--- src/logic/dbg_settings.svh ---
`ifndef DBG_SETTINGS_SVH
`define DBG_SETTINGS_SVH

// widths fixed by the processor
`define DBG_WORD_W        32
`define DBG_IMEM_AW       9   // byte addressed, 128 words
`define DBG_DMEM_AW       8   // byte addressed, 64 words

// dump layout
`define DBG_REG_COUNT     32
`define DBG_LATCH_WORDS   11
`define DBG_DRAIN_CYCLES  3   // cycles after the end instruction reaches decode

// host command words, ascii packed msb first
`define DBG_CMD_LOAD      32'h006C_6F6D   // "\0lom"
`define DBG_CMD_CONT      32'h0063_6F6D   // "\0com"
`define DBG_CMD_STEP      32'h0073_746D   // "\0stm"
`define DBG_CMD_NEXT      32'h6E78_7374   // "nxst"
`define DBG_CMD_CANCEL    32'h636C_7374   // "clst"
`define DBG_END_INSTR     32'hFFFF_FFFF
`define DBG_END_MARK      32'h656E_6464   // "endd"

`endif

--- src/logic/dbg_pkg.sv ---
package dbg_pkg;

    // controller states
    typedef enum logic [3:0] {
        ST_IDLE,
        ST_LOAD_WAIT,
        ST_LOAD_WRITE,
        ST_RUN,
        ST_STEP_WAIT,
        ST_STEP_EXEC,
        ST_REG_ADDR,
        ST_REG_PUSH,
        ST_LATCH_PUSH,
        ST_MEM_ADDR,
        ST_MEM_CHECK,
        ST_MEM_PUSH_ADDR,
        ST_END_PUSH,
        ST_RELEASE
    } dbg_state_e;

    // decoded host words
    typedef enum logic [2:0] {
        CMD_NONE,
        CMD_LOAD,
        CMD_CONT,
        CMD_STEP,
        CMD_NEXT,
        CMD_CANCEL
    } dbg_cmd_e;

    // field layout is owned by the pipeline, kept opaque here
    typedef struct packed { logic [63:0]  payload; } if_id_t;
    typedef struct packed { logic [138:0] payload; } id_ex_t;
    typedef struct packed { logic [75:0]  payload; } ex_mem_t;
    typedef struct packed { logic [70:0]  payload; } mem_wb_t;

    // if_id sits at the lsb end
    typedef struct packed {
        mem_wb_t mem_wb;
        ex_mem_t ex_mem;
        id_ex_t  id_ex;
        if_id_t  if_id;
    } pipe_snapshot_t;

    typedef struct packed {
        logic load_start;
        logic load_word;
        logic load_done;
        logic run_start;
        logic step_start;
        logic drain_tick;
        logic session_end;
    } mode_evt_t;

endpackage

--- src/logic/dbg_latch_pack.sv ---
`timescale 1ns/1ps
`include "dbg_settings.svh"

module dbg_latch_pack (
    input  dbg_pkg::pipe_snapshot_t i_snapshot,
    input  logic [3:0]              i_idx,
    output logic [`DBG_WORD_W-1:0]  o_word
);

    localparam int PACK_W = `DBG_LATCH_WORDS * `DBG_WORD_W;   // 352
    localparam int SNAP_W = $bits(dbg_pkg::pipe_snapshot_t); // 350

    logic [PACK_W-1:0] pack_bits;

    // if/id lands in word 0, the top two bits of the last word are padding
    assign pack_bits = {{(PACK_W-SNAP_W){1'b0}}, i_snapshot};

    always_comb begin
        o_word = '0;
        if (i_idx < 4'(`DBG_LATCH_WORDS)) begin
            o_word = pack_bits[i_idx*`DBG_WORD_W +: `DBG_WORD_W];
        end
    end

endmodule

--- config.mk ---
export PLATFORM = sky130hd
export DESIGN_NAME = dbg_latch_pack
export DESIGN_NICKNAME = d
export VERILOG_FILES = /design/src/logic/dbg_pkg.sv /design/src/logic/dbg_latch_pack.sv
export VERILOG_INCLUDE_DIRS = /design/src /design/src/logic
export SDC_FILE = /design/constraint.sdc
export NUM_CORES = 1
export LEC_CHECK = 0
export ABC_AREA = 1
export BUFFER_PORTS_ARGS = -buffer_cell sky130_fd_sc_hd__buf_2
export CORE_AREA = 8 8 143 145
export DETAILED_ROUTE_END_ITERATION = 7
export DIE_AREA = 0 0 151 153
export PLACE_DENSITY = 0.61
export SLEW_MARGIN = 15
export SYNTH_ARGS = -nofsm -noshare
export SYNTH_HDL_FRONTEND = slang
export SYNTH_SLANG_ARGS = --single-unit
--- constraint.sdc ---
create_clock -name vclk -period 1.45
set_input_delay 0.145 -clock vclk [all_inputs]
set_output_delay 0.145 -clock vclk [all_outputs]
set_load 0.01 [all_outputs]
== Yosys cells after proc, flatten, opt, wreduce, memory -nomap -nowiden ==
Index checks and enable logic that the tools add are counted.

* Input bits: 354
* Register bits after elaboration: 0

* Order comparisons: 1
* Shift-type cells: 1
* Mux-type cells: 1

{| class="wikitable"
|+ Operators with widths
! operator !! number
|-
| 352-bit by 10-bit indexed part select with 32-bit output || 1
|-
| 32-bit two-way mux || 1
|-
| 4-bit < comparator, second input constant || 1
|}

== Logic depth before layout (Yosys ltp) ==
* Word-level depth: 2
* Gate-level depth with buffers: 9

== Worst setup path after synthesis ==
Ideal clock, no wire load.

* Path kind: input -> output
* Start point: in i_idx[0]
* End point: out o_word[20]
* Data arrival time: 0.958 ns
* Cell stages on the path: 7
* Path buffers: 3
* Setup slack: 0.347 ns
* Path through: buf_4 > buf_6 > buf_2 > o211ai_1 > nand2_1 > nand3_1 > nand2_1

* Cells in the longest elaborated chain, start to end: 2

{| class="wikitable"
|+ RTL lines
! what !! line !! source
|-
| start: declaration || dbg_latch_pack.sv:6 || <nowiki>input logic [3:0] i_idx,</nowiki>
|-
| 352-bit by 10-bit indexed part select with 32-bit output / 4-bit < comparator (equally long branches) || dbg_latch_pack.sv:21, dbg_latch_pack.sv:20 ||
|-
| 32-bit two-way mux * || dbg_latch_pack.sv:20 || <nowiki>if (i_idx < 4'(`DBG_LATCH_WORDS)) begin</nowiki>
|-
| end: declaration || dbg_latch_pack.sv:7 || <nowiki>output logic [`DBG_WORD_W-1:0] o_word</nowiki>
|}

Mark *: on every way between the ends. The rest lies on a longest branch, timed or not.

== Worst setup path after layout ==
* Start point: in i_idx[1]
* End point: out o_word[22]

Same word-level chain as after synthesis.

==> reports/qor.yml <==
status:
  status: "completed"
worst_setup_path:
  crit_arrival_ns: 1.24
  crit_top_cell: "nand3_1"
  crit_family: "buffers and inverters"
  path_buf_inv: 5
  path_cells: "buf_8, inv_2, buf_12, buf_12, nand3_1, nand3_1, nand3_1, nand2_1, buf_2"
  critPathMaxFanout: 21
  cp_slowest_stage_delay_ns: 0.17
  required_ns: 1.31
  cpMaxStageDelayCell: "buf_12"
  critPathKind: "in -> out"
  end_kind: "output pin"
  startpoint_type: "input port"
sta:
  min_period_ns: 1.39
  worst_slack_ns: 0.0616
  finalSetupTns_ns: 0
  finalCritPeriodShare_pct: 95.8
  finalSetupViolations: 0
  slew_viol_final: 0
  rsz0062_at_grt: "false"
  tightestPinTransition_ns: 0.310
  final-hold-violation-count: 0
  fmax_mhz: 720
  relSlewSlack_pct: 79.3
synth:
  ys_seq_area_share_pct: 0
  synth_area_leaders: "nand2_1, nand3_1, inv_1, a21oi_1, o211ai_1"
  syn_inst: 865
  synthesis.nets: 1219
  synth_area_mm2: 0.00380
  yosys-top-cells-count: "nand2_1, nand3_1, inv_1"
  ys_types: 17
  yosysMostFrequentCell: "nand2_1"
  syn_area_per_cell_um2: 4.40
  ys_warn_count: 0
  synth_top_area_share_pct: 37.2
  yosysTopAreaCell: "nand2_1"
floorplan:
  row_count: 50
  die_w_um: 151
  pin_count: 386
  initial_core_util_pct: 20.8
  die_area_mm2: 0.0231
  die_y_um: 153
  core_area_mm2: 0.0183
pwr:
  ir_drop_uv: 152
  power_density_mw_per_mm2: 292
  power_w: 0.00197
  p_leak_nw: 4.32
finish:
  final_cell_area_mm2: 0.00676
  clkbuf_count: 0
  multi_input_area_mm2: 0.00299
  final_cells: 1495
  nets: 1617
  drive_above_1_share_pct: 38.5
  regArea_um2: 0
  design.seq.count: 0
  fill_cells: 2037
  antennaDiodeCount: 0
  areaGrowthSynthToFinish_pct: 77.8
global_route:
  antenna_found_initial: 1
  grt_pass1_vias: 6557
  grt_max_degree: 31
  grt_remaining_overflow: 0
  track_usage_pct: 20.1
  grt_pass1_wl_mm: 36.6
route:
  antenna_left: 0
  dr.pass1.iters: 5
  remaining_drc_errors: 0
  wl_per_cell_um: 17.5
  viasPerCell: 4.58
  wl_mm: 26.1
  num_vias: 6854
  first_iter_violations: 412
clock_network:
  ctsHoldBuffers: 0
placed_design:
  dpl.hpwl_mm: 20.8
  place_ws_ns: -0.0978
  place_area_mm2: 0.00629
  gp_congestion: 0.885
  port-buffer-count: 386
  dp_cells: 1481
job:
  max_cap_violations: 0
min_path:
  holdCritPathClass: "in -> out"
final timing paths:
| check | start | end | slack [ns] | cells after the start |
|---|---|---|---|---|
| hold / removal | i_snapshot[330] | o_word[10] | 0.58 | 4 |
| setup / recovery | i_idx[1] | o_word[22] | 0.06 | 9 |
report_power, final:
part	switching, W	internal, W	total [W]
logic	0.00101	0.000960	0.00197
clock network	0	0	0
registers	0	0	0
total	0.00101	0.000960	0.00197
metal layers:
layer / part of all wire (%) / vias to the layer above / track usage [%]
met4: 2.2 / 2 / 3.54
met1: 40 / 3018 / 23.9
li1: - / 3465 / -
met2: 49 / 341 / 37.1
met3: 8.6 / 28 / 2.92
met5: 0.031 / - / 0
placed cells by master, fill, tap and decap left out, types with 2 or more instances in the layout:
| cell | count |
|---|---|
| a21oi_1 | 59 |
| buf_12 | 15 |
| buf_16 | 3 |
| buf_2 | 382 |
| buf_4 | 39 |
| buf_6 | 9 |
| buf_8 | 2 |
| bufbuf_16 | 3 |
| clkbuf_16 | 5 |
| clkinvlp_4 | 2 |
| inv_1 | 129 |
| inv_2 | 3 |
| nand2_1 | 373 |
| nand2_2 | 4 |
| nand3_1 | 125 |
| nand3_2 | 9 |
| nand3b_1 | 11 |
| nor2_1 | 51 |
| nor2_2 | 2 |
| o211ai_1 | 28 |
| or2_2 | 2 |
cells by family (layout without fill, tap and decap cells):
kind of cell | Yosys count | in the layout | synth area share (%)
AO/OA/AOI/OAI | 88 | 88 | 13.4
buffers and inverters | 198 | 594 | 23.5
AND/OR/NAND/NOR | 579 | 579 | 63.1
through the flow:
step,utilization (%),hold WS (ns)
2_1_floorplan,-,0.427
3_3_place_gp,34.4,0.584
3_5_place_dp,34.4,0.586
4_1_cts,35.5,0.589
5_1_grt,37.0,0.602
6_report,37.0,0.584
final cells by class:
class	instances	area share, %
multi-input combinational	667	44.2
inverter	134	7.73
timing repair buffer	459	43.6
timing repair inverter	1	0.111
tap	234	4.33
repair_timing:
action                     in CTS  in global routing
resized for setup              14                 35
pin swaps                       1                 11
setup endpoints to repair      16                 29
gates cloned                    4                  6
buffers inserted                2                  3
No activity file was read; power rests on OpenSTA's default activity.
