File: config.mk
export PLATFORM = sky130hd
export DESIGN_NAME = dbg_inst_mem
export DESIGN_NICKNAME = d
export VERILOG_FILES = /design/src/logic/dbg_inst_mem.sv
export VERILOG_INCLUDE_DIRS = /design/src /design/src/logic
export SDC_FILE = /design/constraint.sdc
export NUM_CORES = 2
export LEC_CHECK = 0
export BUFFER_PORTS_ARGS = -buffer_cell sky130_fd_sc_hd__buf_2
export CAP_MARGIN = 25
export CORE_AREA = 4 4 539 541
export CTS_BUF_LIST = sky130_fd_sc_hd__clkbuf_8
export CTS_CLUSTER_DIAMETER = 120
export DETAILED_ROUTE_END_ITERATION = 10
export DIE_AREA = 0 0 543 545
export PLACE_DENSITY = 0.75
export SYNTH_ARGS = -nofsm -noshare
export SYNTH_HDL_FRONTEND = slang
export SYNTH_SLANG_ARGS = --single-unit
File: constraint.sdc
create_clock -name i_clk -period 4.09 [get_ports i_clk]
set_input_delay 0.409 -clock i_clk [delete_from_list [all_inputs] [get_ports i_clk]]
set_output_delay 0.409 -clock i_clk [all_outputs]
set_load 0.01 [all_outputs]
File: src/logic/dbg_settings.svh
`ifndef DBG_SETTINGS_SVH
`define DBG_SETTINGS_SVH

// widths fixed by the processor
`define DBG_WORD_W        32
`define DBG_IMEM_AW       9   // byte addressed, 128 words
`define DBG_DMEM_AW       8   // byte addressed, 64 words

// dump layout
`define DBG_REG_COUNT     32
`define DBG_LATCH_WORDS   11
`define DBG_DRAIN_CYCLES  3   // cycles after the end instruction reaches decode

// host command words, ascii packed msb first
`define DBG_CMD_LOAD      32'h006C_6F6D   // "\0lom"
`define DBG_CMD_CONT      32'h0063_6F6D   // "\0com"
`define DBG_CMD_STEP      32'h0073_746D   // "\0stm"
`define DBG_CMD_NEXT      32'h6E78_7374   // "nxst"
`define DBG_CMD_CANCEL    32'h636C_7374   // "clst"
`define DBG_END_INSTR     32'hFFFF_FFFF
`define DBG_END_MARK      32'h656E_6464   // "endd"

`endif

File: src/logic/dbg_inst_mem.sv
`timescale 1ns/1ps
`include "dbg_settings.svh"

module dbg_inst_mem (
    input  logic                    i_clk,
    input  logic                    i_we,
    input  logic [`DBG_IMEM_AW-1:0] i_waddr,
    input  logic [`DBG_WORD_W-1:0]  i_wdata,
    input  logic [`DBG_IMEM_AW-1:0] i_raddr,
    output logic [`DBG_WORD_W-1:0]  o_rdata
);

    localparam int WORDS = 2 ** (`DBG_IMEM_AW - 2);

    logic [`DBG_WORD_W-1:0] mem [WORDS];

    // word aligned, the two low address bits are dropped
    always_ff @(posedge i_clk) begin
        if (i_we) mem[i_waddr[`DBG_IMEM_AW-1:2]] <= i_wdata;    // loader port
        o_rdata <= mem[i_raddr[`DBG_IMEM_AW-1:2]];              // fetch port, one cycle
    end

endmodule

Word level (Yosys, flattened, before mapping)
Memories as Yosys holds them, arrays and structs flattened. A register that Yosys moved wholly into a read port is not among the register bits.
Index checks and enable logic that the tools add are counted.
Word-level totals
  register bits: 0
  latch bits: 0
  bits in writable memories: 4096
  bits in read-only memories: 0
  bits of input ports: 52
  output and inout bits: 32
  memories: 1
Operators by class
  add/subtract/negate cells: 0
  multipliers: 0
  div/mod/pow operators: 0
  magnitude comparators: 0
  equal/unequal tests: 0
  shifts and indexed selects: 0
  mux-type cells: 2
  bitwise logic cells: 0
  reduce and logical (&&, ||, !) cells: 0
Memory list
  mem: words 128, bits a word 32, rd ports 1, clocked after memory_dff 1, wr ports 1, line dbg_inst_mem.sv:15  | logic [`DBG_WORD_W-1:0] mem [WORDS];
Operator list (count)
  $mux W1: 2

Longest topological paths before layout
  word-level depth: 2
  mapped depth: 8
  depth with buffers taken out: 4

Worst setup path after synthesis
Ideal clock, no wire load.
  kind: in2reg
  start point: input port i_we
  end point: memory mem[98][0] (netlist name), enable pin
  setup time: 461 ps
  arrival time: 3187 ps
  required time: 3629 ps
  slack: 442 ps
  stages on the path: 3
  buffers on the path: 1
  path through: clkbuf_1 -> nand4_1 -> nor3_1
On the way
  word-level cells in the longest chain between the ends: 2
RTL lines
  from (decl): line dbg_inst_mem.sv:6  | input logic i_we,
  $mux W1 (2 in series): line dbg_inst_mem.sv:19  | if (i_we) mem[i_waddr[`DBG_IMEM_AW-1:2]] <= i_wdata;
  to (decl): line dbg_inst_mem.sv:15
Every way passes these cells.

Worst setup path in the final report
  start point: input port i_waddr[3]
  end point: memory mem[37][24] (netlist name), enable pin
RTL lines
  from (decl): line dbg_inst_mem.sv:7  | input logic [`DBG_IMEM_AW-1:0] i_waddr,
No word-level cell before the write port.

==> impl_metrics.env <==
export IMPL_fp_dieH_um=545
export IMPL_power_clock_fraction_pct=37.3
export IMPL_syn2layout_area_growth_pct=13.09
export IMPL_post_dp_cell_area_mm2=0.1649
export IMPL_period_minus_slack_ns=2.928
export IMPL_yosys_most_used_dff="edfxtp_1"
export IMPL_fin_util_pct=62.02
export IMPL_numClockSinks=4128
export IMPL_p_seq_share_pct=57.0
export IMPL_die_width_um=543
export IMPL_cts_root_buffer="clkbuf_8"
export IMPL_final_nets=6823
export IMPL_path_buf_inv=3
export IMPL_drt_iter0_markers=11540
export IMPL_max_freq_mhz=341.5
export IMPL_path_class="primary input to flop"
export IMPL_antenna_found_initial=66
export IMPL_grt_overflow_total=0
export IMPL_portBuffers=79
export IMPL_p_per_area_mw_per_mm2=465.1
export IMPL_crit_path_max_incr_delay_ns=0.98
export IMPL_synth_seq_cells=4128
export IMPL_ys_seq_area_share_pct=79.12
export IMPL_synth_area_leaders="edfxtp_1 79%, mux4_2 19%, clkbuf_1 0.44%"
export IMPL_yosysMostFrequentCell="edfxtp_1"
export IMPL_hold_violations=0
export IMPL_grt_start_max_net_pins=99
export IMPL_viasPerCell=6.565
export IMPL_synthArstFlopShare_pct=0
export IMPL_internal_power_mw=63.80
export IMPL_slew_violations=0
export IMPL_swShare_pct=22.37
export IMPL_period_share_pct=71.60
export IMPL_dieArea_mm2=0.2959
export IMPL_cts_htree_levels=6
export IMPL_whs_ns=0.05906
export IMPL_synth_xor_area_share_pct=0
export IMPL_grt_total_usage_pct=26.50
export IMPL_muxShareOfSynthArea_pct=19.60
export IMPL_ys_top_cells_by_count="4096 x edfxtp_1, 1344 x mux4_2, 182 x clkbuf_1, 122 x nor2_1, 79 x buf_2"
export IMPL_ios=84
export IMPL_crit_required_ns=4.79
export IMPL_clk_latency_ns=1.07
export IMPL_synth_area_per_cell_um2=26.09
export IMPL_grt_pass1_vias=73870
export IMPL_cp_top_family="simple AND/OR/NAND/NOR gates"
export IMPL_start_kind="primary input"
export IMPL_synth_compound_area_share_pct=0
export IMPL_vdd_drop_max_v=0.0003089
export IMPL_power_frac_comb_pct=5.7
export IMPL_fill_cells=18020
export IMPL_worstPathArrival_ns=3.63
export IMPL_power_leakage_nw=55.08
export IMPL_vias=72680
export IMPL_relSlewSlack_pct=22.28
export IMPL_routed_wl_um=389300
export IMPL_cp_cell_sequence="dlygate4sd3_1 > buf_2 > nor2b_1 > nand3_2 > nor2_4 > buf_4"
export IMPL_finalInstanceArea_mm2=0.1767
export IMPL_outcome="finished with violations"
export IMPL_power_switching_mw=18.39
export IMPL_synthSimpleGateAreaFrac_pct=0.4460
export IMPL_cp_max_fo=17
export IMPL_wl_per_cell_um=35.16
export IMPL_rsz0062_at_grt="false"
export IMPL_core_area_mm2=0.2850
export IMPL_regToRegSetupSlack_ns=1.34
export IMPL_tritoncts="built"
export IMPL_crit_path_end_kind="flop"
export IMPL_skew_ns=0.06896
export IMPL_yosysTopAreaCell="edfxtp_1"
export IMPL_clk_path_buf_depth=4
export IMPL_setup_viol=0
export IMPL_hpwl_um=218100
export IMPL_drtAntennaViolNets=0
export IMPL_cap_violations=0
export IMPL_synth_top_area_share_pct=78.71
export IMPL_syn_cell_area_mm2=0.1563
export IMPL_fin_tns_setup_ns=0
export IMPL_synth_top_family_by_area="multiplexers"
export IMPL_synthAdderAreaFrac_pct=0
export IMPL_drt_pass1_iter_count=9
export IMPL_num_rows=196
export IMPL_multi_input_area_mm2=0.03229
export IMPL_worstMarginPinSlew_ns=1.166
export IMPL_grt_pass1_wl_um=549100
export IMPL_layout_area_seq_mm2=0.1236
export IMPL_synth_edff_count=4096
export IMPL_path_clk_slew_ns=0.05
export IMPL_min_path_type="primary input to flop"
export IMPL_yosys_warnings=0
export IMPL_failed_checks="design-rule violations"
export IMPL_synthCells=5990
export IMPL_drc=1
export IMPL_cp_slowest_cell="nor2_4"
export IMPL_synth_cell_types=17
export IMPL_power_mw=82.19
export IMPL_syn_nets=6042
export IMPL_drive_gt1_share_pct=37.41
export IMPL_numCtsBuffers=620
export IMPL_initial_core_util_pct=54.84
export IMPL_routabilityCongestion=0.8376
==> power by group through the flow <==
| stage | Combinational [mW] | Sequential, mW | Clock, mW |
|---|---|---|---|
| 3_5_place_dp | 4.56 | 47.7 | 0 |
| 3_3_place_gp | 4.45 | 47.7 | 0 |
| 2_1_floorplan | 2.25 | 47.7 | 0 |
| 6_report | 4.65 | 46.8 | 30.7 |
| 5_1_grt | 4.82 | 46.8 | 33.3 |
| 4_1_cts | 4.60 | 46.8 | 31.2 |
==> cells by family (layout without fill, tap and decap cells) <==
logic type,Yosys count,after routing
buffers and inverters,316,1571
flip-flops,4128,4128
multiplexers,1376,1376
other,0,64
AND/OR/NAND/NOR,170,170
==> worst paths after layout <==
kind                     from     endpoint  cells after the start
setup / recovery   i_waddr[3]  mem[37][24]                      6
hold / removal     i_wdata[2]   mem[47][2]                      1
setup reg to reg  mem[63][24]  o_rdata[24]                      4
hold reg to reg   mem[14][19]  o_rdata[19]                      4
==> routing by layer <==
layer	vias to the layer above	GRT usage (%)	routed length (µm)
met5	-	0.1786	301
met4	36	11.50	17500
met3	728	6.238	49280
met2	5080	40.74	185700
met1	38740	37.06	136500
li1	28100	-	-
==> cell usage in the layout, fill, tap and decap left out, types with 32 or more instances in the layout <==
| master | instances |
|---|---|
| nor2_4 | 119 |
| clkbuf_8 | 640 |
| clkinv_1 | 141 |
| mux4_2 | 1344 |
| inv_1 | 199 |
| dfxtp_1 | 32 |
| clkinv_2 | 61 |
| buf_12 | 84 |
| dlygate4sd3_1 | 32 |
| mux2_2 | 32 |
| edfxtp_1 | 4096 |
| buf_2 | 41 |
| buf_4 | 305 |
| diode_2 | 64 |
==> state kept, by name, summed over array words and instances, names as in the netlist <==
name,cells
mem,4096
o_rdata,32
==> final cells by class <==
type	count	share of cell area, %
Clock inverter	456	1.313
Clock buffer	640	4.984
Timing Repair Buffer	475	2.717
Sequential cell	4128	69.96
Tap cell	3762	2.663
Antenna cell	64	0.09062
Multi-Input combinational cell	1546	18.27
==> metrics by stage <==
stage	worst slack, ns	instances
after floorplan	0.4423	5990
after global placement	0.5079	9869
after detailed placement	0.4876	9870
after CTS	1.326	10990
after global routing	1.123	11050
final	1.162	11070
==> timing repair <==
item	in CTS	in global routing
hold buffers	26	6
gates resized for setup	0	0
endpoints found under the hold margin	496	185
setup buffers	0	0
Power figures use the tool's default switching activity.
