$ cat src/logic/dbg_settings.svh
`ifndef DBG_SETTINGS_SVH
`define DBG_SETTINGS_SVH

// widths fixed by the processor
`define DBG_WORD_W        32
`define DBG_IMEM_AW       9   // byte addressed, 128 words
`define DBG_DMEM_AW       8   // byte addressed, 64 words

// dump layout
`define DBG_REG_COUNT     32
`define DBG_LATCH_WORDS   11
`define DBG_DRAIN_CYCLES  3   // cycles after the end instruction reaches decode

// host command words, ascii packed msb first
`define DBG_CMD_LOAD      32'h006C_6F6D   // "\0lom"
`define DBG_CMD_CONT      32'h0063_6F6D   // "\0com"
`define DBG_CMD_STEP      32'h0073_746D   // "\0stm"
`define DBG_CMD_NEXT      32'h6E78_7374   // "nxst"
`define DBG_CMD_CANCEL    32'h636C_7374   // "clst"
`define DBG_END_INSTR     32'hFFFF_FFFF
`define DBG_END_MARK      32'h656E_6464   // "endd"

`endif

$ cat src/logic/dbg_pkg.sv
package dbg_pkg;

    // controller states
    typedef enum logic [3:0] {
        ST_IDLE,
        ST_LOAD_WAIT,
        ST_LOAD_WRITE,
        ST_RUN,
        ST_STEP_WAIT,
        ST_STEP_EXEC,
        ST_REG_ADDR,
        ST_REG_PUSH,
        ST_LATCH_PUSH,
        ST_MEM_ADDR,
        ST_MEM_CHECK,
        ST_MEM_PUSH_ADDR,
        ST_END_PUSH,
        ST_RELEASE
    } dbg_state_e;

    // decoded host words
    typedef enum logic [2:0] {
        CMD_NONE,
        CMD_LOAD,
        CMD_CONT,
        CMD_STEP,
        CMD_NEXT,
        CMD_CANCEL
    } dbg_cmd_e;

    // field layout is owned by the pipeline, kept opaque here
    typedef struct packed { logic [63:0]  payload; } if_id_t;
    typedef struct packed { logic [138:0] payload; } id_ex_t;
    typedef struct packed { logic [75:0]  payload; } ex_mem_t;
    typedef struct packed { logic [70:0]  payload; } mem_wb_t;

    // if_id sits at the lsb end
    typedef struct packed {
        mem_wb_t mem_wb;
        ex_mem_t ex_mem;
        id_ex_t  id_ex;
        if_id_t  if_id;
    } pipe_snapshot_t;

    typedef struct packed {
        logic load_start;
        logic load_word;
        logic load_done;
        logic run_start;
        logic step_start;
        logic drain_tick;
        logic session_end;
    } mode_evt_t;

endpackage

$ cat src/logic/dbg_mode_regs.sv
`timescale 1ns/1ps
`include "dbg_settings.svh"

module dbg_mode_regs (
    input  logic                    i_clk,
    input  logic                    i_reset,
    input  dbg_pkg::mode_evt_t      i_evt,
    output logic                    o_prog_ready,
    output logic                    o_step_mode,
    output logic [`DBG_IMEM_AW-1:0] o_load_addr,
    output logic                    o_drain_done
);

    localparam int DRAIN_W = $clog2(`DBG_DRAIN_CYCLES + 1);
    localparam logic [DRAIN_W-1:0] DRAIN_LAST = DRAIN_W'(`DBG_DRAIN_CYCLES);

    logic [DRAIN_W-1:0] drain_cnt;

    always_ff @(posedge i_clk) begin
        if (i_reset) begin
            o_prog_ready <= 1'b0;
            o_step_mode  <= 1'b0;
            o_load_addr  <= '0;
            drain_cnt    <= '0;
        end else begin
            if (i_evt.load_start) o_prog_ready <= 1'b0; // old program no longer valid
            else if (i_evt.load_done) o_prog_ready <= 1'b1;

            if (i_evt.step_start) o_step_mode <= 1'b1;
            else if (i_evt.run_start || i_evt.session_end) o_step_mode <= 1'b0;

            if (i_evt.load_start || i_evt.load_done) o_load_addr <= '0;
            else if (i_evt.load_word) o_load_addr <= o_load_addr + 3'd4; // next word

            // first tick starts the count, it then runs to the end on its own
            if (i_evt.run_start || i_evt.session_end) begin
                drain_cnt <= '0;
            end else if (drain_cnt != DRAIN_LAST && (drain_cnt != '0 || i_evt.drain_tick)) begin
                drain_cnt <= drain_cnt + 1'b1;
            end
        end
    end

    assign o_drain_done = (drain_cnt == DRAIN_LAST);

endmodule

$ cat config.mk
export PLATFORM = sky130hd
export DESIGN_NAME = dbg_mode_regs
export DESIGN_NICKNAME = d
export VERILOG_FILES = /design/src/logic/dbg_pkg.sv /design/src/logic/dbg_mode_regs.sv
export VERILOG_INCLUDE_DIRS = /design/src /design/src/logic
export SDC_FILE = /design/constraint.sdc
export NUM_CORES = 1
export LEC_CHECK = 0
export BUFFER_PORTS_ARGS = -buffer_cell sky130_fd_sc_hd__buf_4
export CORE_AREA = 2 2 39 41
export CTS_BUF_LIST = sky130_fd_sc_hd__clkbuf_8
export DETAILED_ROUTE_END_ITERATION = 10
export DIE_AREA = 0 0 41 43
export GPL_TIMING_DRIVEN = 0
export PLACE_DENSITY = 0.65
export REMOVE_ABC_BUFFERS = 1
export SYNTH_ARGS = -nofsm -noshare
export SYNTH_HDL_FRONTEND = slang
export SYNTH_SLANG_ARGS = --single-unit
$ cat constraint.sdc
create_clock -name i_clk -period 1.6 [get_ports i_clk]
set_input_delay 0.16 -clock i_clk [delete_from_list [all_inputs] [get_ports i_clk]]
set_output_delay 0.16 -clock i_clk [all_outputs]
set_load 0.02 [all_outputs]
* Word-level counts from Yosys, hierarchy flattened *
Index checks and enable logic that the tools add are counted.

word-level totals
  bits in read-only memories = 0
  bits in writable memories = 0
  register bits after elaboration = 13
  memories kept = 0
  bits in latches = 0
  bits of input ports = 9
  word-level logic and storage cells = 19

operators by class
  shift-type cells = 0
  div/mod/pow operators = 0
  $mul = 0
  bitwise gates (word level) = 0
  order comparisons = 0
  muxes and demuxes = 2
  $add $sub $neg = 2
  reductions and logical operators = 9
  equal/unequal tests = 2

operators with widths
  cell                   count
  $add A9 B3 Y9 const B  1
  $reduce_or A2 Y1       3
  $reduce_bool A2 Y1     2
  $logic_or A1 B1 Y1     3
  $add A2 B1 Y2 const B  1
  $eq A2 B2 Y1 const B   1
  $mux W1                2
  $ne A2 B2 Y1 const B   1
  $logic_and A1 B1 Y1    1

* Depth between registers and ports, before layout *
Gate-level depths: netlist of run 1.

  depth after elaboration = 3
  gate-level depth with buffers = 5
  mapped depth without buffers = 5

* Least setup slack after synthesis of run 1 *
OpenSTA, ideal clock, no wires.

  path type = flip-flop to flip-flop
  start = reg drain_cnt[0]
  end = reg drain_cnt[1]
  required time = 1.530 ns
  setup slack = 0.311 ns
  setup time = 0.070 ns
  data arrival time = 1.219 ns
  stages on the path, launching flop included = 6
  clock period less this slack = 1.289 ns
  cells stage by stage = dfxtp_1 -> inv_1 -> ha_1 -> nor2b_1 -> or3b_2 -> a21oi_1

on the way
  word-level cells in the longest chain between the ends = 3
  elaborated cells between the ends (all ways) = 5
  those cells by class = 1 x add/sub; 1 x eq/ne; 3 x reduce/logical

ends and longest elaborated chain
  element                                                                RTL line             RTL
  from (decl)                                                            dbg_mode_regs.sv:17  logic [DRAIN_W-1:0] drain_cnt;
  from (signal assigned)                                                 dbg_mode_regs.sv:39  drain_cnt <= drain_cnt + 1'b1;
  parallel branches: the longest is 3 deep, another holds $add A2 B1 Y2  n/a

Parallel ways; which one is timed is not known.
A chain may end at the register's enable or synchronous reset.

* Worst setup path after layout of run 1 *
Ends and elaborated chain as after synthesis.

==> results of run 1 <==
==> layer usage <==
metal,share of wire,up-vias,GRT usage
li1,-,230,-
met1,0.47,196,0.157
met2,0.47,12,0.178
met3,0.062,0,0.0524
met4,0,0,0.0400
met5,0,-,0
==> critical path, delay by kind of cell, from the launching register on <==
family                     cells  cell delay (ps)
and+or+nand+nor                2              590
DFF                            1              370
adders and majority gates      1              180
AOI/OAI and AO/OA              1              130
buffers and inverters          1               60
==> flip-flops by register name, summed over array words and instances, names as in the netlist <==
name and count:
drain_cnt 2, o_load_addr 7, o_prog_ready 1, o_step_mode 1
==> power by group through the flow <==
| stage | Clock [mW] | Sequential [mW] | Combinational [mW] |
|---|---|---|---|
| after detailed placement | 0 | 0.288 | 0.0494 |
| final | 0.264 | 0.283 | 0.0491 |
| after CTS | 0.276 | 0.282 | 0.0495 |
| after global routing | 0.289 | 0.283 | 0.0546 |
| after global placement | 0 | 0.288 | 0.0484 |
| after floorplan | 0 | 0.292 | 0.0181 |
==> logic make-up after synthesis <==
family / count (synthesis) / synth area share
AO/OA/AOI/OAI: 9 / 0.0895
XOR/XNOR: 4 / 0.0697
adder cells (fa/ha/maj): 3 / 0.0746
buffers and inverters: 6 / 0.0672
flip-flops: 11 / 0.438
multiplexers: 1 / 0.0199
other: 1 / 0.00746
AND/OR/NAND/NOR: 22 / 0.234
==> worst paths after layout <==
path | slack [ps] | startpoint | endpoint
setup / recovery | 210 | drain_cnt[0] | drain_cnt[1]
hold reg to reg | 490 | o_load_addr[8] | o_load_addr[8]
setup reg to reg | 210 | drain_cnt[0] | drain_cnt[1]
hold / removal | 90 | i_evt[6] | o_prog_ready
==> final cells by class <==
class	instances	area, um^2
clock buffer	3	41.3
clock inverter	1	3.75
fill	140	703
inverter	2	7.51
multi-input combinational	41	253
sequential	11	220
tap	16	20.0
timing repair buffer	18	135
==> cell usage in the layout, fill, tap and decap left out <==
cell type / synthesis / routed
buf_4: 3 / 18
dfxtp_1: 11 / 11
nor2_1: 8 / 8
or3_1: 5 / 5
a21oi_1: 5 / 5
o21ai_0: 4 / 4
inv_1: 2 / 3
nand2_1: 3 / 3
xor2_1: 3 / 3
ha_1: 3 / 3
clkbuf_8: 0 / 3
nand4_1: 2 / 2
conb_1: 1 / 2
xnor2_1: 1 / 1
nor3_1: 1 / 1
nand4_2: 1 / 1
nor2b_1: 1 / 1
or3b_2: 1 / 1
mux2i_1: 1 / 1
==> summary.txt, run 1 <==
Drt
  – 1st-iter DRT viols: 1
  – DR pass1 iterations: 2
  – Wire per inst: 9.32 um
  – Routed Antenna Nets: 0
  – DRC viols: 0
  – Via count: 438
  – WL final: 857 um
  – Via/cell ratio: 4.76

Flow run
  – Max cap viols: 0

Logic synthesis
  – Post-synth top area cell: dfxtp_1
  – Main area contributors after synthesis: dfxtp_1 44%, ha_1 7.5%, or3_1 6.2%
  – Ys flop type: dfxtp_1
  – Synth top area share: 0.438
  – Post-synth EDFFs: 0
  – Ys async rst share: 0
  – Average cell area after synthesis: 8.82 um^2
  – Synth Register Bits: 11
  – Yosys Warn Count: 0
  – Cells after Synth: 57
  – Number of distinct library cells after synthesis: 19
  – Most numerous cell in the Yosys netlist: dfxtp_1
  – Mapped Area: 503 um^2
  – Seq/Total Area, Yosys: 0.438
  – Commonest cells post-synth: 11 x dfxtp_1, 8 x nor2_1, 5 x a21oi_1, 5 x or3_1, 4 x o21ai_0

CTS
  – CTS H-tree lvls: 1
  – # hold bufs at CTS: 0
  – TritonCTS clock tree: done
  – Worst-path clk slew: 50 ps
  – Largest buffer count on any clock path: 2
  – Clock Latency Late Sink: 230 ps
  – Root Buffer: clkbuf_8
  – Resized cells post-CTS: 0
  – Post-CTS setup buffers: 0
  – Num Clock Sinks: 11
  – CTS Buf Count: 3

STA
  – PnR worst setup slack: 212 ps
  – Fin Hold WS: 92.0 ps
  – Unrepaired setup endpoints after global routing: no
  – Final cycle utilization of the critical path: 0.867
  – Hold Violations, Final: 0
  – Max frequency: 720 MHz
  – Final Max Slew Viols: 0
  – Min cycle time layout: 1390 ps
  – Setup-failing EPs final: 0
  – Clock skew: 2.25 ps
  – Final TNS setup: 0 ps

Power
  – Clock share of power: 0.443
  – Reg power frac: 0.474
  – Int Pwr: 0.472 mW
  – Pwr Density: 876 mW/mm^2
  – Peak supply drop: 0.000418 V
  – Sw Ratio: 0.209
  – Overall Power: 0.596 mW
  – Combinational power share: 0.082
  – Leakage power figure: 0.306 nW
  – Sw Pwr: 0.124 mW

Setup path
  – Crit path cell chain: inv_1, ha_1, nor2b_1, or3b_2, a21oi_1
  – Worst path slowest cell: or3b_2
  – Crit end category: flip-flop
  – WS Path Type: reg2reg
  – R2R depth: 5
  – CP Launch Type: flip-flop
  – Critical path data arrival time: 1550 ps
  – Critical Path Max Stage Delay: 440 ps
  – CP required: 1760 ps
  – CP max FO: 4

Cells and area
  – Fin nets: 89
  – Area Overhead vs Synth: 35.3%
  – Non-Filler Instances: 92
  – Share of post-route cells with drive strength above 1: 0.303
  – Antenna Cells: 0
  – Design area: 681 um^2
  – Final core utilization: 0.492

Floorplanning
  – Die width: 41 um
  – Initial Util: 0.363
  – Die Y: 43 um
  – Die area: 0.00176 mm^2
  – Rows: 14
  – # IOs: 21
  – Core area: 0.00138 mm^2

Placed design
  – RePlAce Congestion: 0.742
  – DP Wirelength: 691 um
  – Placed cell count: 88
  – Placed cell area: 636 um^2
  – Worst slack, placed: 223 ps
  – I/O Buffers: 18

Global route
  – Number of global-route vias before repair: 389
  – First-pass GRT wire length: 1480 um
  – Initial antenna violation count: 0
  – Remaining Overflow, GRT: 0
  – Largest net degree at the start of global routing: 8
  – GR Util All Layers: 0.122

Min path
  – Hold Crit Depth: 2
  – Hold Path Class: in2reg

Outcome
  – Result of the run: finished, final reports clean
No activity file was read; power rests on OpenSTA's default activity.
==> inputs of run 2 (changes only) <==
--- a/config.mk
+++ b/config.mk
@@ -13,7 +13,6 @@
 export DIE_AREA = 0 0 41 43
 export GPL_TIMING_DRIVEN = 0
 export PLACE_DENSITY = 0.65
-export REMOVE_ABC_BUFFERS = 1
 export SYNTH_ARGS = -nofsm -noshare
 export SYNTH_HDL_FRONTEND = slang
 export SYNTH_SLANG_ARGS = --single-unit
==> run 2 against run 1 <==
  * Maximum frequency rose by 0.93%
  * Sequential share of layout area fell by 0.92 points
  * Critical path depth did not move
  * Non-clock buffer count rose by 3
  * Via count did not move
  * Clock skew fell by 1.9 ps
  * Register-to-register slack barely moved
  * Clock power rose by 3%
  * Global-route usage barely moved
  * Critical endpoint unchanged
  * Highest routed layer unchanged
==> summary.txt, run 2 (synthesis results as in run 1) <==
Global route
  – Met1 Use GR: 0.170 (+0.0133)
  – Initial antenna violation count: 0 (unchanged)
  – Number of global-route vias before repair: 367 (-5.7%)
  – GR Util All Layers: 0.122 (+0.000271)
  – Remaining Overflow, GRT: 0 (unchanged)
  – Largest net degree at the start of global routing: 8 (unchanged)
  – First-pass GRT wire length: 1450 um (-2.3%)
  – M2 GR Usage: 0.159 (-0.0188)
  – Met3 Usage GRT: 0.0471 (-0.00524)
  – Busiest grt layer: met1

Drt
  – Via/cell ratio: 4.61 (-3.2%)
  – Wire per inst: 9.72 um (+4.3%)
  – Routed Antenna Nets: 0 (unchanged)
  – DRC viols: 0 (unchanged)
  – DR pass1 iterations: 4 (+2)
  – 1st-iter DRT viols: 2 (+1)
  – WL final: 923 um (+7.7%)
  – Via count: 438 (unchanged)

CTS
  – CTS H-tree lvls: 1 (unchanged)
  – Worst-path clk slew: 50 ps (about the same)
  – Clock Latency Late Sink: 230 ps (about the same)
  – Num Clock Sinks: 11 (unchanged)
  – CTS Buf Count: 3 (unchanged)
  – Root Buffer: clkbuf_8
  – # hold bufs at CTS: 0 (unchanged)
  – Post-CTS setup buffers: 0 (unchanged)
  – Resized cells post-CTS: 0 (unchanged)
  – Largest buffer count on any clock path: 2 (unchanged)
  – TritonCTS clock tree: done

Cells and area
  – Most frequent cells in the layout: 20 x buf_4, 11 x dfxtp_1, 8 x nor2_1
  – Largest register FFs: 7 (unchanged)
  – Regs by FF count: o_load_addr: 7 flops, drain_cnt: 2 flops
  – Non-Filler Instances: 95 (+3.3%)
  – Commonest non-fill, non-tap cell in the layout: buf_4
  – Antenna Cells: 0 (unchanged)
  – Fin nets: 92 (+3.4%)
  – Area Overhead vs Synth: 39.3%
  – Share of post-route cells with drive strength above 1: 0.329 (+0.0265)
  – Most flops, register: o_load_addr

Floorplanning
  – Die width: 41 um (unchanged)
  – # IOs: 21 (unchanged)
  – Die area: 0.00176 mm^2 (unchanged)
  – Initial Util: 0.363 (unchanged)
  – Die Y: 43 um (unchanged)
  – Core area: 0.00138 mm^2 (unchanged)
  – Rows: 14 (unchanged)

Setup path
  – R2r endpoint: drain_cnt[1]
  – Critical Path Max Stage Delay: 440 ps (about the same)
  – FF-to-FF setup slack: 220 ps (about the same)
  – Crit end category: flip-flop
  – Beginning of the worst register-to-register path: drain_cnt[0]
  – Setup crit start: drain_cnt[0]
  – R2R depth: 5 (unchanged)
  – CP required: 1770 ps (about the same)
  – CP Launch Type: flip-flop
  – WS Path Type: reg2reg
  – CP max FO: 4 (unchanged)
  – CP endpoint: drain_cnt[1]
  – Critical path data arrival time: 1540 ps (about the same)
  – Crit path cell chain: inv_1, ha_1, nor2b_1, or3b_2, a21oi_1
  – Worst path slowest cell: or3b_2

Outcome
  – Result of the run: finished, final reports clean

Placed design
  – DP Wirelength: 715 um (+3.5%)
  – Worst slack, placed: 222 ps (-1.44 ps)
  – I/O Buffers: 17 (-1)
  – RePlAce Congestion: 0.652 (-12%)
  – Placed cell count: 91 (+3.4%)

STA
  – Max frequency: 727 MHz (+0.93%)
  – Setup-failing EPs final: 0 (unchanged)
  – Min cycle time layout: 1380 ps (-12.8 ps)
  – Final cycle utilization of the critical path: 0.859 (-0.00797)
  – Clock skew: 0.348 ps (-1.90 ps)
  – Final Max Slew Viols: 0 (unchanged)
  – Unrepaired setup endpoints after global routing: no
  – Final TNS setup: 0 ps (unchanged)
  – PnR worst setup slack: 225 ps (+12.8 ps)
  – Hold Violations, Final: 0 (unchanged)

Power
  – Peak supply drop: 0.000534 V (+28%)
  – Leakage power figure: 0.317 nW (+3.5%)
  – Pwr Density: 870 mW/mm^2 (-0.69%)

Min path
  – Hold Path Class: in2reg
  – Worst hold start: i_evt[6]

Flow run
  – Max cap viols: 0 (unchanged)
## run 2: metal layers
metal	share of wire	up-vias	wire (um)
met4	0	0	0
met2	0.49	12	451
met3	0.059	0	54
li1	-	231	-
met5	0	-	0
met1	0.45	195	417
## run 2: how the worst min path moves through the flow
| stage | endpoint | slack [ps] | depth (start not counted) |
|---|---|---|---|
| 6_report | o_prog_ready | 90 | 2 |
| 5_1_grt | o_prog_ready | 80 | 2 |
| 4_1_cts | o_prog_ready | 80 | 2 |
| 3_5_place_dp | o_prog_ready | 330 | 2 |
| 3_3_place_gp | o_prog_ready | 330 | 2 |
| 2_1_floorplan | o_step_mode | 230 | 1 |
## run 2: stage by stage
stage | hold WS [ps] | util | instance area [um^2] | total power [mW]
finish | 85.1 | 0.506 | 701 | 0.609
global route | 82.7 | 0.506 | 701 | 0.635
CTS | 84.1 | 0.506 | 701 | 0.614
detailed placement | 334 | 0.473 | 654 | 0.342
global placement | 332 | 0.473 | 654 | 0.341
floorplan | 232 | - | 507 | 0.318
## run 2: worst max-delay path: cells and delay by family (launching register included)
kind            cells  cell delay, ps
buf+inv             1              60
flops               1             360
simple gates        2             590
compound gates      1             120
fa+ha+maj           1             180
## run 2: cell type report
class / instances / area (um^2)
inverters: 2 / 7.51
well taps: 16 / 20.0
flip-flops and latches: 11 / 220
clock inverters: 1 / 5.00
plain buffers: 4 / 26.3
multi-input cells: 41 / 253
fillers: 142 / 683
clock buffers: 3 / 41.3
repair buffers: 17 / 128
## run 2: power breakdown
group          internal [mW]  switching, mW
registers              0.279        0.00336
clock network          0.171          0.103
logic                 0.0284         0.0251
