<file path="src/logic/dbg_settings.svh">
`ifndef DBG_SETTINGS_SVH
`define DBG_SETTINGS_SVH

// widths fixed by the processor
`define DBG_WORD_W        32
`define DBG_IMEM_AW       9   // byte addressed, 128 words
`define DBG_DMEM_AW       8   // byte addressed, 64 words

// dump layout
`define DBG_REG_COUNT     32
`define DBG_LATCH_WORDS   11
`define DBG_DRAIN_CYCLES  3   // cycles after the end instruction reaches decode

// host command words, ascii packed msb first
`define DBG_CMD_LOAD      32'h006C_6F6D   // "\0lom"
`define DBG_CMD_CONT      32'h0063_6F6D   // "\0com"
`define DBG_CMD_STEP      32'h0073_746D   // "\0stm"
`define DBG_CMD_NEXT      32'h6E78_7374   // "nxst"
`define DBG_CMD_CANCEL    32'h636C_7374   // "clst"
`define DBG_END_INSTR     32'hFFFF_FFFF
`define DBG_END_MARK      32'h656E_6464   // "endd"

`endif

</file>
<file path="src/logic/dbg_tx_fifo.sv">
`timescale 1ns/1ps
`include "dbg_settings.svh"

module dbg_tx_fifo #(
    parameter int DEPTH = 16
) (
    input  logic                   i_clk,
    input  logic                   i_reset,
    input  logic                   i_push,
    input  logic [`DBG_WORD_W-1:0] i_wdata,
    input  logic                   i_pop,
    output logic [`DBG_WORD_W-1:0] o_rdata,
    output logic                   o_full,
    output logic                   o_empty
);

    localparam int PTR_W = (DEPTH > 1) ? $clog2(DEPTH) : 1;
    localparam int CNT_W = $clog2(DEPTH + 1);
    localparam logic [PTR_W-1:0] LAST_PTR = PTR_W'(DEPTH - 1);

    logic [`DBG_WORD_W-1:0] mem [DEPTH];
    logic [PTR_W-1:0]       wr_ptr;
    logic [PTR_W-1:0]       rd_ptr;
    logic [CNT_W-1:0]       count;
    logic                   do_push;
    logic                   do_pop;

    assign do_push = i_push && !o_full;   // overflow dropped
    assign do_pop  = i_pop && !o_empty;

    always_ff @(posedge i_clk) begin
        if (i_reset) begin
            wr_ptr <= '0;
            rd_ptr <= '0;
            count  <= '0;
        end else begin
            if (do_push) wr_ptr <= (wr_ptr == LAST_PTR) ? '0 : wr_ptr + 1'b1;
            if (do_pop) rd_ptr <= (rd_ptr == LAST_PTR) ? '0 : rd_ptr + 1'b1;
            if (do_push && !do_pop) count <= count + 1'b1;
            else if (do_pop && !do_push) count <= count - 1'b1;
        end
    end

    always_ff @(posedge i_clk) begin
        if (do_push) mem[wr_ptr] <= i_wdata;
    end

    assign o_rdata = mem[rd_ptr];   // head word, shown before the pop
    assign o_full  = (count == CNT_W'(DEPTH));
    assign o_empty = (count == '0);

endmodule

</file>
<file path="config.mk">
export PLATFORM = sky130hd
export DESIGN_NAME = dbg_tx_fifo
export DESIGN_NICKNAME = d
export VERILOG_FILES = /design/src/logic/dbg_tx_fifo.sv
export VERILOG_INCLUDE_DIRS = /design/src /design/src/logic
export SDC_FILE = /design/constraint.sdc
export NUM_CORES = 1
export LEC_CHECK = 0
export ABC_CLOCK_PERIOD_IN_PS = 4900
export BUFFER_PORTS_ARGS = -buffer_cell sky130_fd_sc_hd__clkbuf_2
export CAP_MARGIN = 20
export CORE_ASPECT_RATIO = 0.75
export CORE_MARGIN = 1
export CORE_UTILIZATION = 45
export DETAILED_ROUTE_END_ITERATION = 12
export PLACE_DENSITY_LB_ADDON = 0.08
export SYNTH_ARGS = -nofsm -noshare
export SYNTH_HDL_FRONTEND = slang
export SYNTH_SLANG_ARGS = --single-unit
</file>
<file path="constraint.sdc">
create_clock -name i_clk -period 4.9 [get_ports i_clk]
set_input_delay 0.245 -clock i_clk [delete_from_list [all_inputs] [get_ports i_clk]]
set_output_delay 0.245 -clock i_clk [all_outputs]
set_load 0.01 [all_outputs]
</file>
# [After elaboration in Yosys (flattened, before gate mapping)]
# Memory sizes are Yosys's and may differ from the RTL's. A register that Yosys moved wholly into a read port is not among the register bits.
# Cells that the tools add are included.
[totals] register_bits=13 latch_bits=0 mem_bits_rw=512 mem_bits_ro=0 inputBits=36 n_memories=1
[op_classes] add_sub_neg=4 mul=0 n_div=0 magnitude_cmp=0 n_eq_ne=3 n_shift=0 muxes=8 bitwise=0 reduce_logical=10
[mem_list] name="mem" words=16 width=32 read_ports=1 rd_ports_with_merged_regs=1 write_ports=1 line_no="dbg_tx_fifo.sv:21" rtl="logic [`DBG_WORD_W-1:0] mem [DEPTH];"
[op_table] op="two-way mux 4 bit" n=4
[op_table] op="two-way mux 5 bit" n=2
[op_table] op="adder 4 x 1 -> 4 bit, second input constant" n=2
[op_table] op="== test 4 bit, second input constant" n=2
[op_table] op="adder 5 x 1 -> 5 bit, second input constant" n=1
[op_table] op="== test 5 bit, second input constant" n=1
[op_table] op="zero test 5 bit" n=1
[op_table] op="subtractor 5 x 1 -> 5 bit, second input constant" n=1
[op_table] op="logical AND 1 bit" n=4
[op_table] op="zero test 1 bit" n=4
[op_table] op="two-way mux 1 bit" n=2
[op_table] op="nonzero test 2 bit" n=1

# [Longest topological paths before layout]
# Gate-level depths: netlist of run 1.
[depth] word_depth=7 ltp_mapped=11 ltp_nobuf=10

# [Least setup slack after synthesis of run 1]
# OpenSTA, ideal clock, no wires.
[synth_timing] kind="flip-flop to flip-flop" start="reg count[0]" end="mem mem[0][0] (netlist name), enable pin" setup_time_ns=0.461 arrival_ns=3.073 required_time_ns=4.439 slack_ns=1.366 stages_incl_launch_ff=7 period_less_slack_ns=3.534 path_cell_list="dfxtp_1 > or4_1 > buf_6 > o21ai_4 > inv_2 > nand2_1 > nor3_1"
[synth_via] elab_chain_len=5
[synth_lines] element="start, declared" line_no="dbg_tx_fifo.sv:24" rtl="logic [CNT_W-1:0] count;"
[synth_lines] element="start signal, assigned" line_no="dbg_tx_fifo.sv:39" rtl="if (do_push && !do_pop) count <= count + 1'b1;"
[synth_lines] element="start signal, assigned" line_no="dbg_tx_fifo.sv:40" rtl="else if (do_pop && !do_push) count <= count - 1'b1;"
[synth_lines] element="== test 5 bit" line_no="dbg_tx_fifo.sv:49" rtl="assign o_full = (count == CNT_W'(DEPTH));"
[synth_lines] element="zero test 1 bit" line_no="dbg_tx_fifo.sv:28" rtl="assign do_push = i_push && !o_full;"
[synth_lines] element="logical AND 1 bit" line_no="dbg_tx_fifo.sv:28"
[synth_lines] element="via do_push" line_no="dbg_tx_fifo.sv:25" rtl="logic do_push;"
[synth_lines] element="two-way mux 1 bit" line_no="dbg_tx_fifo.sv:45" rtl="if (do_push) mem[wr_ptr] <= i_wdata;"
[synth_lines] element="two-way mux 1 bit (implied by the code)" line_no="dbg_tx_fifo.sv:45"
[synth_lines] element="end, declared" line_no="dbg_tx_fifo.sv:21"
# The timed path passes the listed nets, and every way through them passes these cells.

==> results of run 1 <==
[sequential cells by signal, indices dropped and copies added, names as in the netlist, named ones only]
| name | count |
|---|---|
| mem | 512 |
| count | 5 |
| rd_ptr | 4 |
| wr_ptr | 4 |
[metal layers]
| metal | GRT usage [%] | wire length [um] | vias to the layer above | share of wire (%) |
|---|---|---|---|---|
| met5 | 0 | 0 | - | 0 |
| met1 | 29.55 | 20490 | 4985 | 47 |
| li1 | - | - | 3990 | - |
| met2 | 31.43 | 20710 | 195 | 48 |
| met3 | 2.796 | 1866 | 49 | 4.3 |
| met4 | 3.652 | 531 | 0 | 1.2 |
[power groups by stage]
| stage | combinational (W) | clock, W | sequential [W] |
|---|---|---|---|
| after floorplan | 0.00134 | 0 | 0.00524 |
| after global placement | 0.00176 | 0 | 0.00533 |
| after detailed placement | 0.00177 | 0 | 0.00534 |
| after CTS | 0.00178 | 0.00409 | 0.00524 |
| after global routing | 0.00190 | 0.00426 | 0.00526 |
| final | 0.00174 | 0.00401 | 0.00524 |
[cell families (layout without fill, tap and decap cells)]
logic type / after synthesis / in the layout / share of synthesized area [%]
AO/OA/AOI/OAI: 84 / 84 / 3.133
XOR/XNOR: 5 / 5 / 0.2184
adder cells (fa/ha/maj): 11 / 11 / 0.7239
buffers and inverters: 55 / 200 / 1.198
flip-flops: 529 / 529 / 78.38
multiplexers: 132 / 132 / 14.58
AND/OR/NAND/NOR: 83 / 83 / 1.760
[worst max path at each step]
stage / end / slack (ns)
finish: o_rdata[17] / 1.52
global route: o_rdata[17] / 1.29
CTS: o_rdata[17] / 1.46
detailed placement: count[4]$_SDFFE_PP0P_ / 1.93
global placement: count[4]$_SDFFE_PP0P_ / 1.96
floorplan: mem[0][0]$_DFFE_PP_ / 1.37
[cell usage after synthesis (3+ instances only)]
master    instances
nand2_1          39
inv_1             6
dfxtp_1          17
a22oi_1          64
a21oi_1           8
nor2_1           28
buf_2            15
nor3_1            4
mux4_2          128
ha_1             10
clkbuf_1         28
mux2i_1           3
edfxtp_1        512
xor2_1            4
[layout make-up]
type	instances	share of cell area [%]
repair buffers	96	2.598
clock buffers	63	6.018
clock inverters	34	1.451
inverters	7	0.1142
multi-input cells	315	18.37
flip-flops and latches	529	68.31
well taps	578	3.142
[cells in the final DEF, fill, tap and decap left out, drive strengths merged]
master,instances
a311o,1
and2,1
mux2,1
o21ai,4
clkinv,27
dfxtp,17
ha,10
nand3,1
nand3b,2
o31ai,1
a21oi,8
mux2i,3
nand2,39
a22oi,64
or4,2
clkbuf,132
buf,27
clkinvlp,1
nor2,28
mux4,128
xor2,4
xnor2,1
fa,1
nor3,4
bufinv,6
a31oi,2
or3b,1
edfxtp,512
and3,1
o211ai,2
nand2b,2
inv,7
nor2b,2
a211oi,1
a21o,1
[per-stage QoR]
stage               utilization, %  cells  hold WS [ns]
finish                       52.69   1622       0.08616
global route                 52.69   1622       0.08721
CTS                          52.64   1621       0.05495
detailed placement           48.71   1524        0.5078
global placement             48.71   1524        0.4980
floorplan                        -    899        0.3141
==> results.toml, run 1 <==
[outcome]
status = "finished, final reports clean"

[grt]
grt.overflow.total = 0
grt_pass1_wl_um = 64360
first_global_vias = 9598
grt_max_degree = 74
grt_use_total_pct = 19.77
antenna_found_initial = 0

[critical_path]
reg2reg_from = "count[0]$_SDFFE_PP0P_"
slowest_stage = "dfxtp_4"
required_ns = 4.66
start_kind = "flop"
arrival_ns = 3.13
cpLargestDelayFamily = "flip-flops"
end_kind = "primary output"
crit_cells = 5
rr_endpoint = "count[4]$_SDFFE_PP0P_"
path_buf_inv = 2
reg2regPathDepth = 10
cpPeakStageDelay_ns = 0.89
rrSetupSlack_ns = 1.90
worstPathMaxFanout = 39
worstPathCellList = "buf_4, mux4_2, a22oi_1, nand2_1, clkbuf_2"
worst-setup-path-type = "flop to primary output"

[clock_network]
cts_resized = 0
cts.sink_count = 529
cts_root_buf = "clkbuf_16"
tritoncts = "yes"
cts_buffer_depth = 3
cts_buffers = 52
insertion_delay_ns = 0.58
cts_setup_buffers = 0
clk_pin_slew_ns = 0.06
htree_levels = 2
cts_hold_buf = 0

[yosys]
synth_flop_cell = "edfxtp_1"
syn_area_um2 = 20050
synth_seq_cells = 529
synth_top_cell_by_area = "edfxtp_1"
ys_seq_area_share_pct = 78.38
yosysTopAreaCellShare_pct = 76.68
syn_area_per_cell_um2 = 22.30
ys_types = 39
synth_edf_count = 512
ys_warn_count = 0
synthTopCellsByArea = "edfxtp_1 (77%), mux4_2 (14%), a22oi_1 (2.4%)"
synthArstFlopShare_pct = 0
mappedNetlistNets = 946
synthCells = 899

[layout]
nFillCells = 3408
antennaDiodeCount = 0
postLayoutCellArea_um2 = 23020
seq_area_um2 = 15720
drive_gt1_share_pct = 31.70
multiInputGateArea_um2 = 4228
nNetsFinal = 1048
area_growth_syn_to_layout_pct = 14.80

[sta]
max_freq_ghz = 0.2959
setup_ws_ns = 1.521
relSlewSlack_pct = 25.69
fin_setup_tns_ns = 0
hold_viol = 0
post-route-period-util_pct = 68.96
period_needed_ns = 3.379
fin_skew_ns = 0.02593
rsz0062_at_grt = "no"
setup_violations = 0
tightest_slew_ns = 1.115
slew_viol_final = 0

[placed_design]
gp_routability_congestion = 0.7006
place_area_um2 = 21280
portBuffers = 69
hpwl_um = 21300
dpl_worst_slack_ns = 1.928

[route]
postRouteAntennaNets = 0
drtIter0Drc = 794
drt-vias-per-instance = 5.684
drt_drc_violations_left = 0
wl_per_cell_um = 26.88
via_count = 9219
totalWireLength_um = 43590
dr.pass1.iters = 4

[power_and_ir_drop]
power_switching_share_pct = 24.40
comb_power_share_pct = 15.8
leakage_nw = 7.300
seqPwrFrac_pct = 47.6
ir_drop_uv = 313.7
power.switching_w = 0.002682
p_clk_share_pct = 36.5
powerDensity_nw_per_um2 = 477.5
power.total_w = 0.01099
power.internal_w = 0.008308

[hold_path]
hold-path-cell-count = 2
min_path_type = "input port to flop"
hp-start = "i_reset"
hold_end = "wr_ptr[3]$_SDFFE_PP0P_"

[floorplanning]
die_area_um2 = 45410
num_io_pins = 70
core-area_um2 = 43680
start_util_pct = 45.90
die_h_um = 184.8
rows = 66
die_x_um = 245.7

[job]
drv_cap = 0
No activity file was read; power rests on OpenSTA's default activity.
==> run 2: changes to the inputs <==
ABC_AREA = 1   (was default)
ABC_CLOCK_PERIOD_IN_PS = 2900   (was 4900)
clock period = 2.9 ns   (was 4.9 ns; I/O delays follow)
==> results.toml, run 2 <==
[critical_path]
worst-setup-path-type = "flop to primary output"
reg2reg_from = "count[0]$_SDFFE_PP0P_"
cpPeakStageDelay_ns = 0.83
start_kind = "flop"
worstPathMaxFanout = 64
required_ns = 2.76
rrSetupSlack_ns = 0.49
slowest_stage = "buf_4"
arrival_ns = 2.48
reg2regPathDepth = 13
end_kind = "primary output"
worstPathCellList = "buf_4, nand3_1, nand3_1, nand2_1, clkbuf_2"
rr_endpoint = "count[3]$_SDFFE_PP0P_"
crit_top_cell = "nand3_1"
crit_end = "o_rdata[31]"

[layout]
nNetsFinal = 2199
largest_register = "mem"
final_cell_mix = "nand2_1 (827), edfxtp_1 (512), nand3_1 (267)"
final_cell_count_no_fill = 2842
drive_gt1_share_pct = 9.489
postLayoutCellArea_um2 = 25380
reg_top3 = "mem (512), count (5)"
area_growth_syn_to_layout_pct = 14.59
layout_commonest_cell = "nand2_1"
largest_reg_flops = 512
nFillCells = 4322
final_util_pct = 52.12

[yosys]
synthArstFlopShare_pct = 0
synth_most_common_cell = "nand2_1"
synthCells = 2049
syn_area_per_cell_um2 = 10.81
synthTopCellsByArea = "edfxtp_1 (69%), nand2_1 (14%), nand3_1 (6.0%)"
mappedNetlistNets = 2096
synth_seq_cells = 529
synth_edf_count = 512
yosysTopAreaCellShare_pct = 69.41
synth_flop_cell = "edfxtp_1"
synth_common_cells = "nand2_1 (827), edfxtp_1 (512), nand3_1 (267), inv_1 (150), nor2_1 (98)"
syn_area_um2 = 22150
synth_top_cell_by_area = "edfxtp_1"
ys_warn_count = 0
ys_types = 24
ys_seq_area_share_pct = 70.95

[floorplanning]
die_area_um2 = 50120
die_h_um = 194.1
start_util_pct = 45.49
die_x_um = 258.2
rows = 70
num_io_pins = 70
core-area_um2 = 48700

[clock_network]
clk_pin_slew_ns = 0.06
tritoncts = "yes"
cts.sink_count = 529
cts_buffers = 52
cts_resized = 0
insertion_delay_ns = 0.59
cts_root_buf = "clkbuf_16"
cts_setup_buffers = 0
cts_buffer_depth = 3
htree_levels = 2

[grt]
grt_pass1_wl_um = 84040
grt_max_degree = 99
antenna_found_initial = 2
first_global_vias = 13877
grt_use_total_pct = 22.15
grt.overflow.total = 0

[power_and_ir_drop]
comb_power_share_pct = 22.7
power.total_w = 0.01962
ir_drop_uv = 507.0
power.internal_w = 0.01368
leakage_nw = 10.19
powerDensity_nw_per_um2 = 773.2
power_switching_share_pct = 30.28
power.switching_w = 0.005942
seqPwrFrac_pct = 44.8
p_clk_share_pct = 32.5

[placed_design]
portBuffers = 69
gp_routability_congestion = 0.7673
place_inst = 2710
place_area_um2 = 23440
hpwl_um = 27630

[sta]
post-route-period-util_pct = 90.50
fin_setup_tns_ns = 0
setup_violations = 0
period_needed_ns = 2.625
slew_viol_final = 0
tightest_slew_ns = 1.120
fin_skew_ns = 0.01192
max_freq_ghz = 0.3810
relSlewSlack_pct = 25.36
hold_viol = 0
rsz0062_at_grt = "no"

[outcome]
violations = "design-rule violations"
status = "finished with violations"

[hold_path]
min_path_type = "input port to flop"

[route]
drt-vias-per-instance = 5.053
totalWireLength_um = 54690
postRouteAntennaNets = 0
via_count = 14361
drt_drc_violations_left = 2
wl_per_cell_um = 19.24
dr.pass1.iters = 9
drtIter0Drc = 1136

[job]
drv_cap = 0
run 2: cell count changes in the layout (fill, tap and decap cells not counted), moves of 11 or more:
| cell | previous run | this run |
|---|---|---|
| nand3_1 | 1 | 267 |
| dlygate4sd3_1 | 0 | 36 |
| clkbuf_1 | 9 | 20 |
| nor2_1 | 15 | 82 |
| o21ai_0 | 1 | 39 |
| a22oi_1 | 64 | 0 |
| inv_1 | 6 | 149 |
| buf_4 | 23 | 34 |
| mux4_2 | 128 | 0 |
| buf_12 | 4 | 17 |
| nand2_1 | 39 | 827 |
run 2: kinds of logic (layout without fill, tap and decap cells):
family                     Yosys count  count (layout)  share of synthesized area [%]
buffers and inverters              261             404                          5.338
other                                0               2                              0
xor gates and xnor gates             3               3                         0.1186
and+or+nand+nor                   1195            1195                          21.80
AOI/OAI and AO/OA                   50              50                          1.141
adders and majority gates           11              11                         0.6553
DFF                                529             529                          70.95
run 2: area by class of cell:
cell class                 count  area, um^2  area share [%]
sequential                   529       15730           61.97
multi-input combinational   1259        5373           21.17
timing repair buffer         156        1301           5.127
clock inverter                20       148.9          0.5866
tap                          648       810.8           3.194
inverter                     154       588.1           2.317
antenna                        2       5.005         0.01972
clock buffer                  74        1426           5.620
run 2: timing repair:
item                       4_1_cts  5_1_grt
hold endpoints to repair       501        0
setup endpoints to repair        0        0
hold buffers                    36        0
run 2: worst min path at each step:
stage               slack [ns]  depth (start not counted)                endpoint       start
detailed placement        0.47                          3                    flop       i_pop
finish                    0.45                          3  wr_ptr[3]$_SDFFE_PP0P_     i_reset
floorplan                 0.24                          0     mem[0][0]$_DFFE_PP_  i_wdata[0]
CTS                       0.41                          3  wr_ptr[2]$_SDFFE_PP0P_     i_reset
global placement          0.46                          3                    flop       i_pop
global route              0.46                          3  wr_ptr[2]$_SDFFE_PP0P_     i_reset
run 2: per-stage QoR:
stage                     hold WS (ns)  setup slack [ns]
after floorplan                 0.2439            0.2235
after global placement          0.4642            0.5309
after detailed placement        0.4702            0.4983
after CTS                       0.4056            0.2437
after global routing            0.4632            0.1007
final                           0.4482            0.2755
run 2: power groups by stage:
stage,clock [W],sequential [W],combinational [W]
global route,0.00681,0.00881,0.00505
global placement,0,0.00894,0.00443
floorplan,0,0.00889,0.00309
finish,0.00637,0.00879,0.00446
detailed placement,0,0.00895,0.00446
CTS,0.00652,0.00879,0.00452
run 2: critical path, delay by kind of cell, from the launching register on:
kind | cells | cell delay (ns)
buffers and inverters | 2 | 1.01
flip-flops | 1 | 0.34
AND/OR/NAND/NOR | 3 | 0.50
run 2: routing by layer:
| metal | global-route usage, % | share of wire [%] | up-vias |
|---|---|---|---|
| met1 | 32.52 | 49 | 7006 |
| met2 | 34.99 | 46 | 263 |
| met5 | 0 | 0 | - |
| li1 | - | - | 7020 |
| met3 | 3.150 | 4.0 | 72 |
| met4 | 4.975 | 1.5 | 0 |
